==> config.mk <==
export PLATFORM = sky130hd
export DESIGN_NAME = bch_eras_decoder
export DESIGN_NICKNAME = d
export VERILOG_FILES = /design/src/hdl/bch_pkg.sv /design/src/hdl/bch_eras_decoder.sv /design/src/hdl/bch_eras_berlekamp_ribm_2t.sv /design/src/hdl/bch_syndrome_buffer.sv /design/src/hdl/bch_syndrome_calc.sv
export SDC_FILE = /design/constraint.sdc
export NUM_CORES = 1
export LEC_CHECK = 0
export BUFFER_PORTS_ARGS = -buffer_cell sky130_fd_sc_hd__buf_2
export CAP_MARGIN = 0
export CORE_MARGIN = 2
export CORE_UTILIZATION = 60
export DETAILED_ROUTE_END_ITERATION = 16
export GPL_TIMING_DRIVEN = 0
export PLACE_DENSITY_LB_ADDON = 0.12
export SKIP_LAST_GASP = 1
export SLEW_MARGIN = 10
export SYNTH_ARGS = -nofsm -noshare
export SYNTH_HDL_FRONTEND = slang
export SYNTH_SLANG_ARGS = --single-unit
export TNS_END_PERCENT = 20
==> constraint.sdc <==
create_clock -name iclk -period 8.85 [get_ports iclk]
set_input_delay 2.655 -clock iclk [delete_from_list [all_inputs] [get_ports iclk]]
set_output_delay 2.655 -clock iclk [all_outputs]
set_load 0.02 [all_outputs]
==> src/hdl/bch_pkg.sv <==
package bch_pkg;

  // --------------------------------------------------------------------------
  // code parameters, binary BCH (15,5) over GF(2^4)
  // --------------------------------------------------------------------------

  // field width
  localparam int m      = 4;
  // code length 2^m - 1
  localparam int n      = 15;
  // design distance
  localparam int d      = 7;
  // correction capability
  localparam int t      = (d - 1) / 2;
  // number of syndromes
  localparam int t2     = 2 * t;
  // x^4 + x + 1
  localparam int irrpol = 19;

  // solver step pair counter width
  localparam int cnt_w  = $clog2(t + 1);
  // solver kv register width, range -2t..2t
  localparam int kv_w   = $clog2(t2 + 1) + 1;

  // --------------------------------------------------------------------------
  // vector types
  // --------------------------------------------------------------------------

  // one field element
  typedef logic [m-1:0] data_t;
  // codeword tag
  typedef logic [3:0]   ptr_t;

  // --------------------------------------------------------------------------
  // GF(2^m) helpers
  // --------------------------------------------------------------------------

  // shift-and-add product, msb of b first
  function automatic data_t gf_mult(input data_t a, input data_t b);
    data_t r;
    logic  msb;
    r = '0;
    for (int i = m - 1; i >= 0; i--) begin
      msb = r[m-1];
      r = {r[m-2:0], 1'b0};
      // reduce by the field polynomial
      if (msb) begin
        r = r ^ data_t'(irrpol);
      end
      if (b[i]) begin
        r = r ^ a;
      end
    end
    return r;
  endfunction

  // alpha^p, exponent taken mod n
  function automatic data_t gf_alpha_pow(input int p);
    data_t r;
    int    e;
    r = data_t'(1);
    e = p % n;
    if (e < 0) begin
      e = e + n;
    end
    for (int i = 0; i < e; i++) begin
      // alpha is x, so multiply by 2
      r = gf_mult(r, data_t'(2));
    end
    return r;
  endfunction

endpackage
==> src/hdl/bch_eras_decoder.sv <==
module bch_eras_decoder
  import bch_pkg::*;
(
  input  logic  iclk,
  input  logic  ireset,
  input  logic  iclkena,
  input  logic  ival,
  input  logic  isop,
  input  logic  ieop,
  input  logic  idat,
  input  logic  iera,
  input  ptr_t  iptr,
  output logic  oloc_poly_val,
  output ptr_t  oloc_poly_ptr,
  output data_t oloc_poly [2][0:t]
);

  // --------------------------------------------------------------------------
  // calculator to buffer
  // --------------------------------------------------------------------------

  logic  syn_val;
  ptr_t  syn_ptr;
  data_t syn [2][1:t2];

  // buffer to solver
  logic  buf_val;
  ptr_t  buf_ptr;
  data_t buf_syn [2][1:t2];
  logic  sol_ready;

  bch_syndrome_calc u_syn (
    .iclk    (iclk),
    .ireset  (ireset),
    .iclkena (iclkena),
    .ival    (ival),
    .isop    (isop),
    .ieop    (ieop),
    .idat    (idat),
    .iera    (iera),
    .iptr    (iptr),
    .syn_val (syn_val),
    .syn_ptr (syn_ptr),
    .syn     (syn)
  );

  // lets the next frame finish while the solver is busy
  bch_syndrome_buffer u_buf (
    .iclk      (iclk),
    .ireset    (ireset),
    .iclkena   (iclkena),
    .syn_val   (syn_val),
    .sol_ready (sol_ready),
    .syn_ptr   (syn_ptr),
    .syn       (syn),
    .buf_val   (buf_val),
    .buf_ptr   (buf_ptr),
    .buf_syn   (buf_syn)
  );

  bch_eras_berlekamp_ribm_2t u_sol (
    .iclk          (iclk),
    .ireset        (ireset),
    .iclkena       (iclkena),
    .isyndrome_val (buf_val),
    .isyndrome_ptr (buf_ptr),
    .isyndrome     (buf_syn),
    .oready        (sol_ready),
    .oloc_poly_val (oloc_poly_val),
    .oloc_poly_ptr (oloc_poly_ptr),
    .oloc_poly     (oloc_poly)
  );

endmodule

==> src/hdl/bch_eras_berlekamp_ribm_2t.sv <==
module bch_eras_berlekamp_ribm_2t
  import bch_pkg::*;
(
  input  logic  iclk,
  input  logic  ireset,
  input  logic  iclkena,
  input  logic  isyndrome_val,
  input  ptr_t  isyndrome_ptr,
  input  data_t isyndrome [2][1:t2],
  output logic  oready,
  output logic  oloc_poly_val,
  output ptr_t  oloc_poly_ptr,
  output data_t oloc_poly [2][0:t]
);

  // chain length of the reformulated algorithm, indices 0..3t
  localparam int last = 3 * t;

  // --------------------------------------------------------------------------
  // state
  // --------------------------------------------------------------------------

  typedef enum logic [2:0] {
    st_reset,
    st_wait,
    st_step1,
    st_step2,
    st_reload,
    st_step11,
    st_step12
  } state_t;

  state_t state;

  // discrepancy chain and its shadow
  data_t gamma [0:last];
  data_t theta [0:last];
  data_t gamma_next [0:last];
  data_t theta_next [0:last];

  // gamma scale and the length balance
  data_t                 sigma;
  logic signed [kv_w-1:0] kv;
  logic                  upd;

  // copy 1 syndromes kept for the second half-pass
  data_t syn1_latched [1:t2];
  ptr_t  ptr_latched;

  logic [cnt_w-1:0] cnt;
  logic             cnt_done;
  logic             is_step;
  data_t            loc0 [0:t];

  assign cnt_done = (cnt == cnt_w'(1));
  assign is_step  = (state == st_step1) || (state == st_step2) ||
                    (state == st_step11) || (state == st_step12);
  assign oready   = (state == st_wait);

  // --------------------------------------------------------------------------
  // FSM
  // --------------------------------------------------------------------------

  always_ff @(posedge iclk or posedge ireset) begin
    if (ireset) begin
      state         <= st_reset;
      oloc_poly_val <= 1'b0;
    end else if (iclkena) begin
      // done strobe lines up with the last copy 1 update
      oloc_poly_val <= (state == st_step12) && cnt_done;
      case (state)
        st_reset:  state <= st_wait;
        st_wait:   state <= isyndrome_val ? st_step1 : st_wait;
        st_step1:  state <= st_step2;
        st_step2:  state <= cnt_done ? st_reload : st_step1;
        st_reload: state <= st_step11;
        st_step11: state <= st_step12;
        st_step12: state <= cnt_done ? st_wait : st_step11;
        default:   state <= st_reset;
      endcase
    end
  end

  // --------------------------------------------------------------------------
  // one RiBM iteration
  // --------------------------------------------------------------------------

  always_comb begin
    // take the new shadow if discrepancy is live and kv non-negative
    upd = (gamma[0] != '0) && (kv >= 0);
    for (int i = 0; i < last; i++) begin
      gamma_next[i] = gf_mult(sigma, gamma[i+1]) ^ gf_mult(gamma[0], theta[i]);
      theta_next[i] = upd ? gamma[i+1] : theta[i];
    end
    // top of chain shifts in zero
    gamma_next[last] = gf_mult(gamma[0], theta[last]);
    theta_next[last] = upd ? '0 : theta[last];
  end

  // --------------------------------------------------------------------------
  // datapath, no reset
  // --------------------------------------------------------------------------

  always_ff @(posedge iclk) begin
    if (iclkena) begin
      // step pair counter
      if (state == st_wait || state == st_reload) begin
        cnt <= cnt_w'(t);
      end else if (state == st_step2 || state == st_step12) begin
        cnt <= cnt - cnt_w'(1);
      end

      // load copy 0 and latch copy 1 at acceptance
      if (state == st_wait && isyndrome_val) begin
        ptr_latched  <= isyndrome_ptr;
        syn1_latched <= isyndrome[1];
        for (int i = 0; i <= last; i++) begin
          if (i < t2) begin
            gamma[i] <= isyndrome[0][i+1];
            theta[i] <= isyndrome[0][i+1];
          end else begin
            gamma[i] <= (i == last) ? data_t'(1) : '0;
            theta[i] <= (i == last) ? data_t'(1) : '0;
          end
        end
        sigma <= data_t'(1);
        kv    <= '0;
      end

      // copy 0 locator sits at t..2t, keep it and start copy 1
      if (state == st_reload) begin
        for (int i = 0; i <= t; i++) begin
          loc0[i] <= gamma[t+i];
        end
        for (int i = 0; i <= last; i++) begin
          if (i < t2) begin
            gamma[i] <= syn1_latched[i+1];
            theta[i] <= syn1_latched[i+1];
          end else begin
            gamma[i] <= (i == last) ? data_t'(1) : '0;
            theta[i] <= (i == last) ? data_t'(1) : '0;
          end
        end
        sigma <= data_t'(1);
        kv    <= '0;
      end

      if (is_step) begin
        gamma <= gamma_next;
        theta <= theta_next;
        if (upd) begin
          sigma <= gamma[0];
          kv    <= -kv - 1;
        end else begin
          kv    <= kv + 1;
        end
      end
    end
  end

  // copy 1 read straight from the chain while the strobe is high
  assign oloc_poly_ptr = ptr_latched;
  assign oloc_poly[0]  = loc0;
  assign oloc_poly[1]  = gamma[t:t2];

  // --------------------------------------------------------------------------
  // checks
  // --------------------------------------------------------------------------

  // the buffer may only present syndromes while the solver waits
  a_val_when_ready : assert property (
    @(posedge iclk) disable iff (ireset)
    (iclkena && isyndrome_val) |-> oready
  );

endmodule

==> src/hdl/bch_syndrome_buffer.sv <==
module bch_syndrome_buffer
  import bch_pkg::*;
(
  input  logic  iclk,
  input  logic  ireset,
  input  logic  iclkena,
  input  logic  syn_val,
  input  logic  sol_ready,
  input  ptr_t  syn_ptr,
  input  data_t syn     [2][1:t2],
  output logic  buf_val,
  output ptr_t  buf_ptr,
  output data_t buf_syn [2][1:t2]
);

  // --------------------------------------------------------------------------
  // two-entry circular store
  // --------------------------------------------------------------------------

  data_t mem_syn [2][2][1:t2];
  ptr_t  mem_ptr [2];

  logic       wr_idx;
  logic       rd_idx;
  logic [1:0] count;
  logic       pop;
  logic       full;

  assign full = (count == 2'd2);

  // buf_val blocks a second pop while sol_ready still reads high
  assign pop = (count != 2'd0) && sol_ready && !buf_val;

  // storage and output registers, no reset
  always_ff @(posedge iclk) begin
    if (iclkena) begin
      if (syn_val) begin
        mem_syn[wr_idx] <= syn;
        mem_ptr[wr_idx] <= syn_ptr;
      end
      if (pop) begin
        buf_syn <= mem_syn[rd_idx];
        buf_ptr <= mem_ptr[rd_idx];
      end
    end
  end

  // pointers, count and pop strobe
  always_ff @(posedge iclk or posedge ireset) begin
    if (ireset) begin
      wr_idx  <= 1'b0;
      rd_idx  <= 1'b0;
      count   <= 2'd0;
      buf_val <= 1'b0;
    end else if (iclkena) begin
      buf_val <= pop;
      if (syn_val) begin
        wr_idx <= ~wr_idx;
      end
      if (pop) begin
        rd_idx <= ~rd_idx;
      end
      // simultaneous write and pop keep the count
      case ({syn_val, pop})
        2'b10:   count <= count + 2'd1;
        2'b01:   count <= count - 2'd1;
        default: count <= count;
      endcase
    end
  end

  // --------------------------------------------------------------------------
  // checks
  // --------------------------------------------------------------------------

  // source must respect the frame spacing, otherwise an entry is lost
  a_no_write_full : assert property (
    @(posedge iclk) disable iff (ireset)
    (iclkena && syn_val) |-> !full
  );

  // solver must still be waiting when the popped entry is presented
  a_pop_taken : assert property (
    @(posedge iclk) disable iff (ireset)
    (iclkena && buf_val) |-> sol_ready
  );

endmodule

==> src/hdl/bch_syndrome_calc.sv <==
module bch_syndrome_calc
  import bch_pkg::*;
(
  input  logic  iclk,
  input  logic  ireset,
  input  logic  iclkena,
  input  logic  ival,
  input  logic  isop,
  input  logic  ieop,
  input  logic  idat,
  input  logic  iera,
  input  ptr_t  iptr,
  output logic  syn_val,
  output ptr_t  syn_ptr,
  output data_t syn [2][1:t2]
);

  // --------------------------------------------------------------------------
  // horner accumulators, one set per erasure copy
  // --------------------------------------------------------------------------

  data_t acc      [2][1:t2];
  data_t acc_next [2][1:t2];
  logic  bit_copy [2];
  ptr_t  ptr_hold;
  logic  frame_open;

  // erased bit forced low in copy 0, high in copy 1
  assign bit_copy[0] = idat & ~iera;
  assign bit_copy[1] = idat | iera;

  // acc * alpha^j + bit, restarted from zero on isop
  always_comb begin
    for (int c = 0; c < 2; c++) begin
      for (int j = 1; j <= t2; j++) begin
        if (isop) begin
          acc_next[c][j] = data_t'(bit_copy[c]);
        end else begin
          acc_next[c][j] = gf_mult(acc[c][j], gf_alpha_pow(j)) ^ data_t'(bit_copy[c]);
        end
      end
    end
  end

  // payload, no reset
  always_ff @(posedge iclk) begin
    if (iclkena && ival) begin
      acc <= acc_next;
      // tag sampled at frame start
      if (isop) begin
        ptr_hold <= iptr;
      end
      // final sets captured on the last beat
      if (ieop) begin
        syn     <= acc_next;
        syn_ptr <= isop ? iptr : ptr_hold;
      end
    end
  end

  // control
  always_ff @(posedge iclk or posedge ireset) begin
    if (ireset) begin
      syn_val    <= 1'b0;
      frame_open <= 1'b0;
    end else if (iclkena) begin
      syn_val <= ival & ieop;
      if (ival && ieop) begin
        frame_open <= 1'b0;
      end else if (ival && isop) begin
        frame_open <= 1'b1;
      end
    end
  end

  // --------------------------------------------------------------------------
  // checks
  // --------------------------------------------------------------------------

  // a new frame must not start before the open one has ended
  a_no_early_sop : assert property (
    @(posedge iclk) disable iff (ireset)
    (iclkena && ival && isop) |-> !frame_open
  );

endmodule

==> results.md, run 1 <==
- Status: finished clean
- Met2 wire length: 20130 um
- Final routed DRC violation total: 0
- Max-slew violations: 0
- Cell taking the most area after synthesis: edfxtp_1
- Core ar.: 30750 um^2
- Dpl hpwl: 27130 um
- Largest net degree at the start of global routing: 37
- # diodes: 0
- Worst EP arrival: 4840 ps
- Antenna viol nets, final: 0
- Top cell type's share of synthesized area: 62.27%
- Setup crit end kind: register
- Syn Std Cell Area: 18860 um^2
- CP startpoint kind: primary input
- Die width: 181.3 um
- Top Metal Used: met4
- CTS max path bufs: 3
- Type of the worst setup path: primary input to register
- Chip height: 181.3 um
- Reg2Reg Depth: 6
- Critical path origin: iclkena
- Number of setup violations in the final report: 0
- Hold_ws: 414.4 ps
- Global-route wire length before repair: 62800 um
- Initial antenna violation count: 0
- Final cell count without fillers: 1947
- Pwr/cell area: 472.7 nW/um^2
- Post-CTS setup buffer count: 0
- Netlist cell types: 47
- Slew @ Worst Pin: 1112 ps
- Largest cells by area after synthesis: edfxtp_1, xnor2_1, nand2_1, xnor3_1, mux2_2
- CTS tree: done
- FF+latch count, synth: 401
- Dpl cell area: 19810 um^2
- Share of cells above drive strength 1: 15.54%
- Synth Instances: 1416
- Async set-reset flop share out of synthesis: 2.494%
- FMAX: 217.0 MHz
- Setup_tns: 0 ps
- Most common cell in the netlist: edfxtp_1
- RSZ-0062 raised after global routing: false
- Mean area per synthesized cell: 13.32 um^2
- CTS sink count: 401
- Gr usage total: 25.25%
- Post-DR vias/cell: 5.589
- Post-synth EDFFs: 391
- PortBufs: 48
- Lkg Pwr: 7.836 nW
- Placed Instances: 1872
- Synth top cells by count: edfxtp_1, nand2_1, xnor2_1, nor2_1, mux2_2
- Dominant synthesized flop cell: edfxtp_1
- Layout Utilization: 68.88%
- H-tree depth: 2
- Initial Util: 61.32%
- Site Rows: 64
- Final Hold Violating Endpoints: 0
- Grt ovf: 0
- Hold depth: 0
- Post-CTS Resized: 0
- Pre-CTS WS: 3697 ps
- Rel. slew slack: 25.88%
- Setup ws final: 4242 ps
- Clock Pin Slew Worst Setup and Hold Paths: 60 ps
- CP endpoint: u_sol.theta[21]
- CP max FO: 24
- Met3 wire len: 2622 um
- CTS Hold Buffers Added: 0
- WL final: 40540 um
- Multi-input logic area: 6395 um^2
- Nets: 1535
- Worst R2R End: u_sol.theta[21]
- Via Count: 10880
- Reg2reg start: u_sol.state[1]
- Root Buffer: clkbuf_16
- Fin crit share: 52.07%
- Die ar.: 32860 um^2
- Synthesis-to-finish area growth: 12.32%
- Finished Cell Area: 21180 um^2
- Reg area: 11990 um^2
- Setup Skew: 19.04 ps
- Routed len/inst: 20.82 um
- Setup slack, reg-to-reg: 5890 ps
- CP required: 9080 ps
- Vias in the first global route: 10950
- Hold Crit Class: register to register
- Maxcap violations: 0
- Worst vdd ir: 0.2664 mV
- Num CTS Buffers: 41
- Clock Latency Late Sink: 540 ps
- Fillcell total: 2124
- Mapped Nets: 1432
- Iter 0 DRT Violations: 932
- I/O Pins: 49
- DRT Pass-1 Iters: 7
- Total power: 10.01 mW
- Placer congestion estimate: 0.8805
- Min Tclk post-route: 4608 ps
- WL met1: 16080 um
- Ys Warns: 0
- Sequential area share after synthesis: 63.60%
critical path, stage by stage:
cell and delay [ps]:
buf_2 260, and3_2 710, buf_12 270, a21boi_4 670, buf_16 250
cells by family after synthesis:
kind of cell / share of synthesized area (%)
fa+ha+maj: 0.2654
xor+xnor: 16.09
buf+inv: 2.648
mux: 4.048
compound gates: 1.997
flops: 63.60
simple gates: 11.35
worst min path at each step:
stage | from | endpoint | slack, ps
6_report | u_buf.buf_ptr[2] | u_sol.oloc_poly_ptr[2] | 410
5_1_grt | u_buf.buf_ptr[2] | u_sol.oloc_poly_ptr[2] | 430
4_1_cts | u_buf.buf_syn[20] | u_sol.syn1_latched[20] | 420
3_5_place_dp | u_buf.buf_syn[11] | u_sol.syn1_latched[11] | 400
3_3_place_gp | u_buf.buf_syn[8] | u_sol.syn1_latched[8] | 410
2_1_floorplan | u_buf.buf_ptr[0] | u_sol.oloc_poly_ptr[0] | 400
per-layer routing:
layer	vias to the layer above	track usage, %
met5	-	0
met2	409	42.88
li1	5058	-
met3	114	4.535
met1	5301	31.94
met4	0	11.25
state kept, by name, indices dropped and copies added, names as in the netlist:
name	count
u_buf.buf_ptr	4
u_buf.buf_syn	48
u_buf.buf_val	1
u_buf.count	2
u_buf.mem_ptr	8
u_buf.mem_syn	96
u_buf.rd_idx	1
u_buf.wr_idx	1
u_sol.cnt	2
u_sol.gamma	24
u_sol.kv	4
u_sol.oloc_poly	32
u_sol.oloc_poly_ptr	4
u_sol.oloc_poly_val	1
u_sol.sigma	4
u_sol.state	3
u_sol.syn1_latched	24
u_sol.theta	37
u_syn.acc	48
u_syn.ptr_hold	4
u_syn.syn	48
u_syn.syn_ptr	4
u_syn.syn_val	1
cell usage in the layout, fill, tap and decap left out, types with 11 or more instances in the layout:
master     count
a21oi_1       25
and2_1        16
and3_1        22
buf_2         67
buf_4         27
clkbuf_1      38
clkbuf_16     42
edfxtp_1     391
mux2_2        58
mux2i_1       11
nand2_1      330
nor2_1        96
nor2b_1       13
o21a_1        13
xnor2_1      185
xnor3_1       41
xor2_1        56
power breakdown:
group / total, mW / switching [mW] / leakage, nW / internal, mW
Sequential: 3.10 / 0.358 / 3.74 / 2.74
Combinational: 5.18 / 2.50 / 3.44 / 2.68
Clock: 1.74 / 0.719 / 0.656 / 1.02
layout make-up:
type | count | area share, %
buffer | 82 | 2.198
sequential | 401 | 56.62
clock inverter | 24 | 1.182
timing repair buffer | 60 | 2.044
multi-input combinational | 924 | 30.19
inverter | 9 | 0.1595
tap | 396 | 2.339
clock buffer | 51 | 5.264
(Power assumes the default switching activity.)
==> inputs of run 2 (changes only) <==
--- a/config.mk
+++ b/config.mk
@@ -5,6 +5,7 @@
 export SDC_FILE = /design/constraint.sdc
 export NUM_CORES = 1
 export LEC_CHECK = 0
+export ABC_AREA = 1
 export BUFFER_PORTS_ARGS = -buffer_cell sky130_fd_sc_hd__buf_2
 export CAP_MARGIN = 0
 export CORE_MARGIN = 2
==> constraint.sdc (replaced) <==
create_clock -name iclk -period 4.8 [get_ports iclk]
set_input_delay 1.44 -clock iclk [delete_from_list [all_inputs] [get_ports iclk]]
set_output_delay 1.44 -clock iclk [all_outputs]
set_load 0.02 [all_outputs]
==> run 2 against run 1 <==
Global-route usage up 1.6 points. Synthesized area up 7.1%. Wire length up 14%. Utilization down 0.81 points. Highest routed layer unchanged.
==> results.md, run 2 <==
- Status: finished clean
- Most common cell in the netlist: nand2_1
- Setup crit end kind: register
- Setup Skew: 11.91 ps
- CTS tree: done
- Clock Latency Late Sink: 560 ps
- Final Hold Violating Endpoints: 0
- Max incr delay on CP: 550 ps
- Max reg flops: 96
- CP startpoint kind: register
- Post-CTS Resized: 0
- Rel. slew slack: 43.70%
- CTS sink count: 401
- CP max FO: 25
- Chip height: 187.5 um
- Largest Register: u_buf.mem_syn
- Grt ovf: 0
- Root Buffer: clkbuf_16
- Sequential area share after synthesis: 59.38%
- Worst EP arrival: 3380 ps
- Min Tclk post-route: 3121 ps
- FMAX: 320.4 MHz
- Layout Utilization: 68.07%
- Met3 usage in global routing: 3.996%
- RSZ-0062 raised after global routing: false
- Type of the worst setup path: register to register
- I/O Pins: 49
- Iter 0 DRT Violations: 1050
- PortBufs: 48
- CP required: 5050 ps
- Async set-reset flop share out of synthesis: 2.494%
- Syn Std Cell Area: 20190 um^2
- Netlist cell types: 40
- # diodes: 0
- CTS Hold Buffers Added: 0
- Multi-input logic area: 7296 um^2
- CTS max path bufs: 3
- Maxcap violations: 0
- Crit-path cells: inv_1 -> nor2_1 -> inv_1 -> nor2_1 -> nand2_1 -> nand2_1 -> nor2_1 -> nor2_4 -> o21a_2 -> buf_12
- Dpl cell area: 21210 um^2
- Ys Warns: 0
- CP top delay family: simple AND/OR/NAND/NOR gates
- Global-route wire length before repair: 72290 um
- Routed len/inst: 18.14 um
- Fin crit share: 65.01%
- Dpl hpwl: 31340 um
- Largest cells by area after synthesis: edfxtp_1, nand2_1, xnor2_1, xor2_1, mux2_2
- Commonest non-fill, non-tap cell in the layout: nand2_1
- Cell taking the most area after synthesis: edfxtp_1
- Antenna viol nets, final: 0
- Most common cell on crit path: nor2_1
- Reg area: 11990 um^2
- WL final: 46360 um
- Met1 Usage GRT: 32.02%
- FF+latch count, synth: 401
- Max-slew violations: 0
- Post-DR vias/cell: 5.395
- Vias in the first global route: 13740
- Clock Pin Slew Worst Setup and Hold Paths: 60 ps
- Mapped Nets: 1989
- Synthesis-to-finish area growth: 12.47%
- Share of cells above drive strength 1: 12.71%
- Site Rows: 67
- Die width: 187.5 um
- Commonest non-fill, non-tap cells in the layout: nand2_1, edfxtp_1, inv_1, xnor2_1, xor2_1
- GRT met2 Usage: 47.70%
- Post-CTS setup buffer count: 0
- Setup_tns: 0 ps
- Final routed DRC violation total: 0
- Nets: 2091
- Die ar.: 35140 um^2
- Via Count: 13790
- Mean area per synthesized cell: 10.23 um^2
- Number of setup violations in the final report: 0
- Hold Crit Class: register to register
- Gr usage total: 26.87%
- Placer congestion estimate: 0.8869
- Synth Instances: 1973
- Hold_ws: 416.2 ps
- H-tree depth: 2
- Top cell type's share of synthesized area: 58.14%
- Most Used Layer, Global Route: met2
- Initial antenna violation count: 0
- Slew @ Worst Pin: 844.6 ps
- Post-synth EDFFs: 391
- Core ar.: 33360 um^2
- Fillcell total: 2496
- Largest net degree at the start of global routing: 31
- Initial Util: 60.52%
- Num CTS Buffers: 43
- Synth top cells by count: nand2_1, edfxtp_1, inv_1, xnor2_1, xor2_1
- Finished Cell Area: 22710 um^2
- DRT Pass-1 Iters: 6
- Dominant synthesized flop cell: edfxtp_1
- Slowest-stage cell, CP: nor2_4
- CP bufs+invs: 3
## run 2: cell types whose count changed in the layout (fill, tap and decap cells not counted), sizes merged, moves of 13 or more
cell / before / now
clkbuf: 83 / 70
xnor2: 185 / 139
o21ai: 6 / 34
nand3b: 0 / 18
and3: 25 / 0
nand3: 7 / 71
inv: 9 / 128
and2: 17 / 1
xor2: 56 / 100
nor2b: 13 / 0
xnor3: 41 / 0
nand2: 331 / 814
## run 2: per-layer routing
layer  wire (um)  up-vias
li1            -     6639
met1       17890     6483
met2       23160      518
met3        3046      149
met4        2259        0
met5           0        -
## run 2: per-stage QoR
stage	setup slack (ps)	instances
5_1_grt	1456	2556
6_report	1679	2556
3_3_place_gp	-1315	2469
3_5_place_dp	1176	2478
2_1_floorplan	346.2	1973
4_1_cts	1700	2556
## run 2: cell type report
class	instances	share of cell area (%)
Timing Repair Buffer	57	1.829
Buffer	74	2.055
Clock buffer	60	5.245
Inverter	128	2.116
Tap cell	448	2.468
Sequential cell	401	52.80
Clock inverter	18	1.361
Multi-Input combinational cell	1370	32.13
## run 2: kinds of logic after synthesis
family,share of synthesized area [%]
AOI/OAI and AO/OA,1.648
DFF,59.38
and+or+nand+nor,20.02
adders and majority gates,0.2479
muxes,2.900
buffers and inverters,4.691
xor gates and xnor gates,11.11
## run 2: worst reg2reg max path, cell delays in order, from the launching register on
cell	delay, ps
dfrtp_1	390
inv_1	100
nor2_1	160
inv_1	70
nor2_1	200
nand2_1	280
nand2_1	170
nor2_1	80
nor2_4	550
o21a_2	530
buf_12	260
## run 2: path summary, 6_finish.rpt
path | start | end | slack, ps | cells after the start
max in group asynchronous | ireset | u_sol.state[0] | 3690 | 2
max | u_sol.state[0] | u_sol.theta[9] | 1680 | 10
min in group asynchronous | ireset | u_syn.syn_val | 840 | 2
min | u_buf.buf_ptr[1] | u_sol.oloc_poly_ptr[1] | 420 | 0
max reg2reg | u_sol.state[0] | u_sol.theta[9] | 1680 | 10
min reg2reg | u_buf.buf_ptr[1] | u_sol.oloc_poly_ptr[1] | 420 | 0
Power of run 2 is left out: the tool's default activity adds up to more than one toggle a clock period on the data nets, which glitch-free logic cannot reach.
==> inputs of run 3 (changes only) <==
==> constraint.sdc (replaced) <==
create_clock -name iclk -period 3 [get_ports iclk]
set_input_delay 0.9 -clock iclk [delete_from_list [all_inputs] [get_ports iclk]]
set_output_delay 0.9 -clock iclk [all_outputs]
set_load 0.02 [all_outputs]
==> run 3 against run 2 <==
Non-clock buffer count did not move. Critical path type unchanged. Critical path depth fell by 1. Count of clock-buffer cells in the layout fell by 7. Die area did not move. Cell area fell by 0.30%. Via count fell by 0.32%. Clock skew rose by 22 ps. Global-route usage fell by 0.18 points.
==> results.md, run 3 (synthesis results as in run 2) <==
- CP max FO: 18
- Routed len/inst: 18.28 um
- Max reg flops: 96
- Chip height: 187.5 um
- Largest net degree at the start of global routing: 38
- Status: finished clean
- Final cell count without fillers: 2553
- FMAX: 350.3 MHz
- Worst R2R End: u_sol.theta[30]
- DRT Pass-1 Iters: 5
- Initial antenna violation count: 0
- Grt ovf: 0
- CP startpoint kind: register
- I/O Pins: 49
- Maxcap violations: 0
- Largest Register: u_buf.mem_syn
- Critical path origin: u_sol.state[0]
- Fin crit share: 95.16%
- Max-slew violations: 0
- Type of the worst setup path: register to register
- Site Rows: 67
- Share of cells above drive strength 1: 12.68%
- Slew @ Worst Pin: 895.6 ps
- Worst EP arrival: 3030 ps
- Clock Latency Late Sink: 560 ps
- Dpl hpwl: 31320 um
- Placer congestion estimate: 0.8944
- Antenna viol nets, final: 0
- Initial Util: 60.52%
- Most common cell on crit path: nor2_1
- CTS max path bufs: 3
- CP required: 3170 ps
- H-tree depth: 2
- WL final: 46670 um
- RSZ-0062 raised after global routing: false
- Die width: 187.5 um
- Number of setup violations in the final report: 0
- Setup_tns: 0 ps
- Slowest-stage cell, CP: o21a_2
- Setup crit end kind: register
- # diodes: 0
- Iter 0 DRT Violations: 867
- Max incr delay on CP: 630 ps
- Commonest non-fill, non-tap cells in the layout: nand2_1, edfxtp_1, inv_1, xnor2_1, xor2_1
- PortBufs: 48
- Die ar.: 35140 um^2
- Rel. slew slack: 40.30%
- Setup slack, reg-to-reg: 150 ps
- Reg2Reg Depth: 9
- Vias in the first global route: 13590
- Post-DR vias/cell: 5.384
- Hold Crit Class: primary input to asynchronous set/reset pin
- Via Count: 13750
- Synthesis-to-finish area growth: 12.13%
- Nets: 2091
- Reg2reg start: u_sol.state[0]
- Global-route wire length before repair: 71770 um
- CTS tree: done
- Core ar.: 33360 um^2
- Crit-path cells: inv_1 -> nor2_1 -> inv_1 -> nor2_1 -> nand2_1 -> nand2_1 -> nor2_1 -> nor2_4 -> o21a_2
- Final routed DRC violation total: 0
- Root Buffer: clkbuf_16
- Min Tclk post-route: 2855 ps
- CTS Hold Buffers Added: 0
- Setup Skew: 33.61 ps
- Post-CTS setup buffer count: 0
- Placed Instances: 2478
- CTS sink count: 401
- Gr usage total: 26.69%
- Final Hold Violating Endpoints: 0
- Num CTS Buffers: 42
- CP endpoint: u_sol.theta[30]
- Clock Pin Slew Worst Setup and Hold Paths: 60 ps
- Commonest non-fill, non-tap cell in the layout: nand2_1
run 3: area by class of cell:
| type | instances | area, um^2 |
|---|---|---|
| Buffer | 74 | 466.7 |
| Clock buffer | 53 | 1114 |
| Timing Repair Buffer | 57 | 430.4 |
| Tap cell | 448 | 560.5 |
| Inverter | 128 | 480.5 |
| Multi-Input combinational cell | 1371 | 7311 |
| Sequential cell | 401 | 11990 |
| Clock inverter | 21 | 289.0 |
| Fill cell | 2576 | 10720 |
run 3: metal layers:
metal | wire length [um] | GRT usage, %
met5 | 0 | 0
met4 | 2200 | 12.60
met3 | 2701 | 3.677
met2 | 23360 | 47.37
met1 | 18410 | 32.34
run 3: timing repair:
item / in CTS / in global routing
setup endpoints to repair: 37 / 5
endpoints found under the hold margin: 0 / 0
cloned: 0 / 1
resized for setup: 1 / 0
run 3: critical path, delay by kind of cell, from the launching register on:
kind	cells	cell delay, ps
simple gates	6	1280
compound gates	1	630
flops	1	410
buf+inv	2	160
run 3: worst min path at each step:
stage	end	slack (ps)	from
after floorplan	u_sol.oloc_poly_ptr[0]	400	u_buf.buf_ptr[0]
after global placement	u_sol.syn1_latched[10]	400	u_buf.buf_syn[10]
after detailed placement	u_sol.syn1_latched[19]	400	u_buf.buf_syn[19]
after CTS	u_buf.rd_idx	300	ireset
after global routing	u_buf.rd_idx	350	ireset
final	u_buf.count[0]	300	ireset
run 3: per-stage QoR:
step | hold slack, ps | worst slack [ps] | utilization (%) | instance area (um^2)
6_report | 303.4 | 145.1 | 67.87 | 22640
5_1_grt | 348.4 | 5.625 | 67.87 | 22640
4_1_cts | 302.3 | 204.3 | 67.84 | 22630
3_5_place_dp | 404.5 | -187.3 | 63.62 | 21230
3_3_place_gp | 402.7 | -2346 | 62.97 | 21010
2_1_floorplan | 400.3 | -633.4 | - | 20210
Power of run 3 is left out for the same reason.
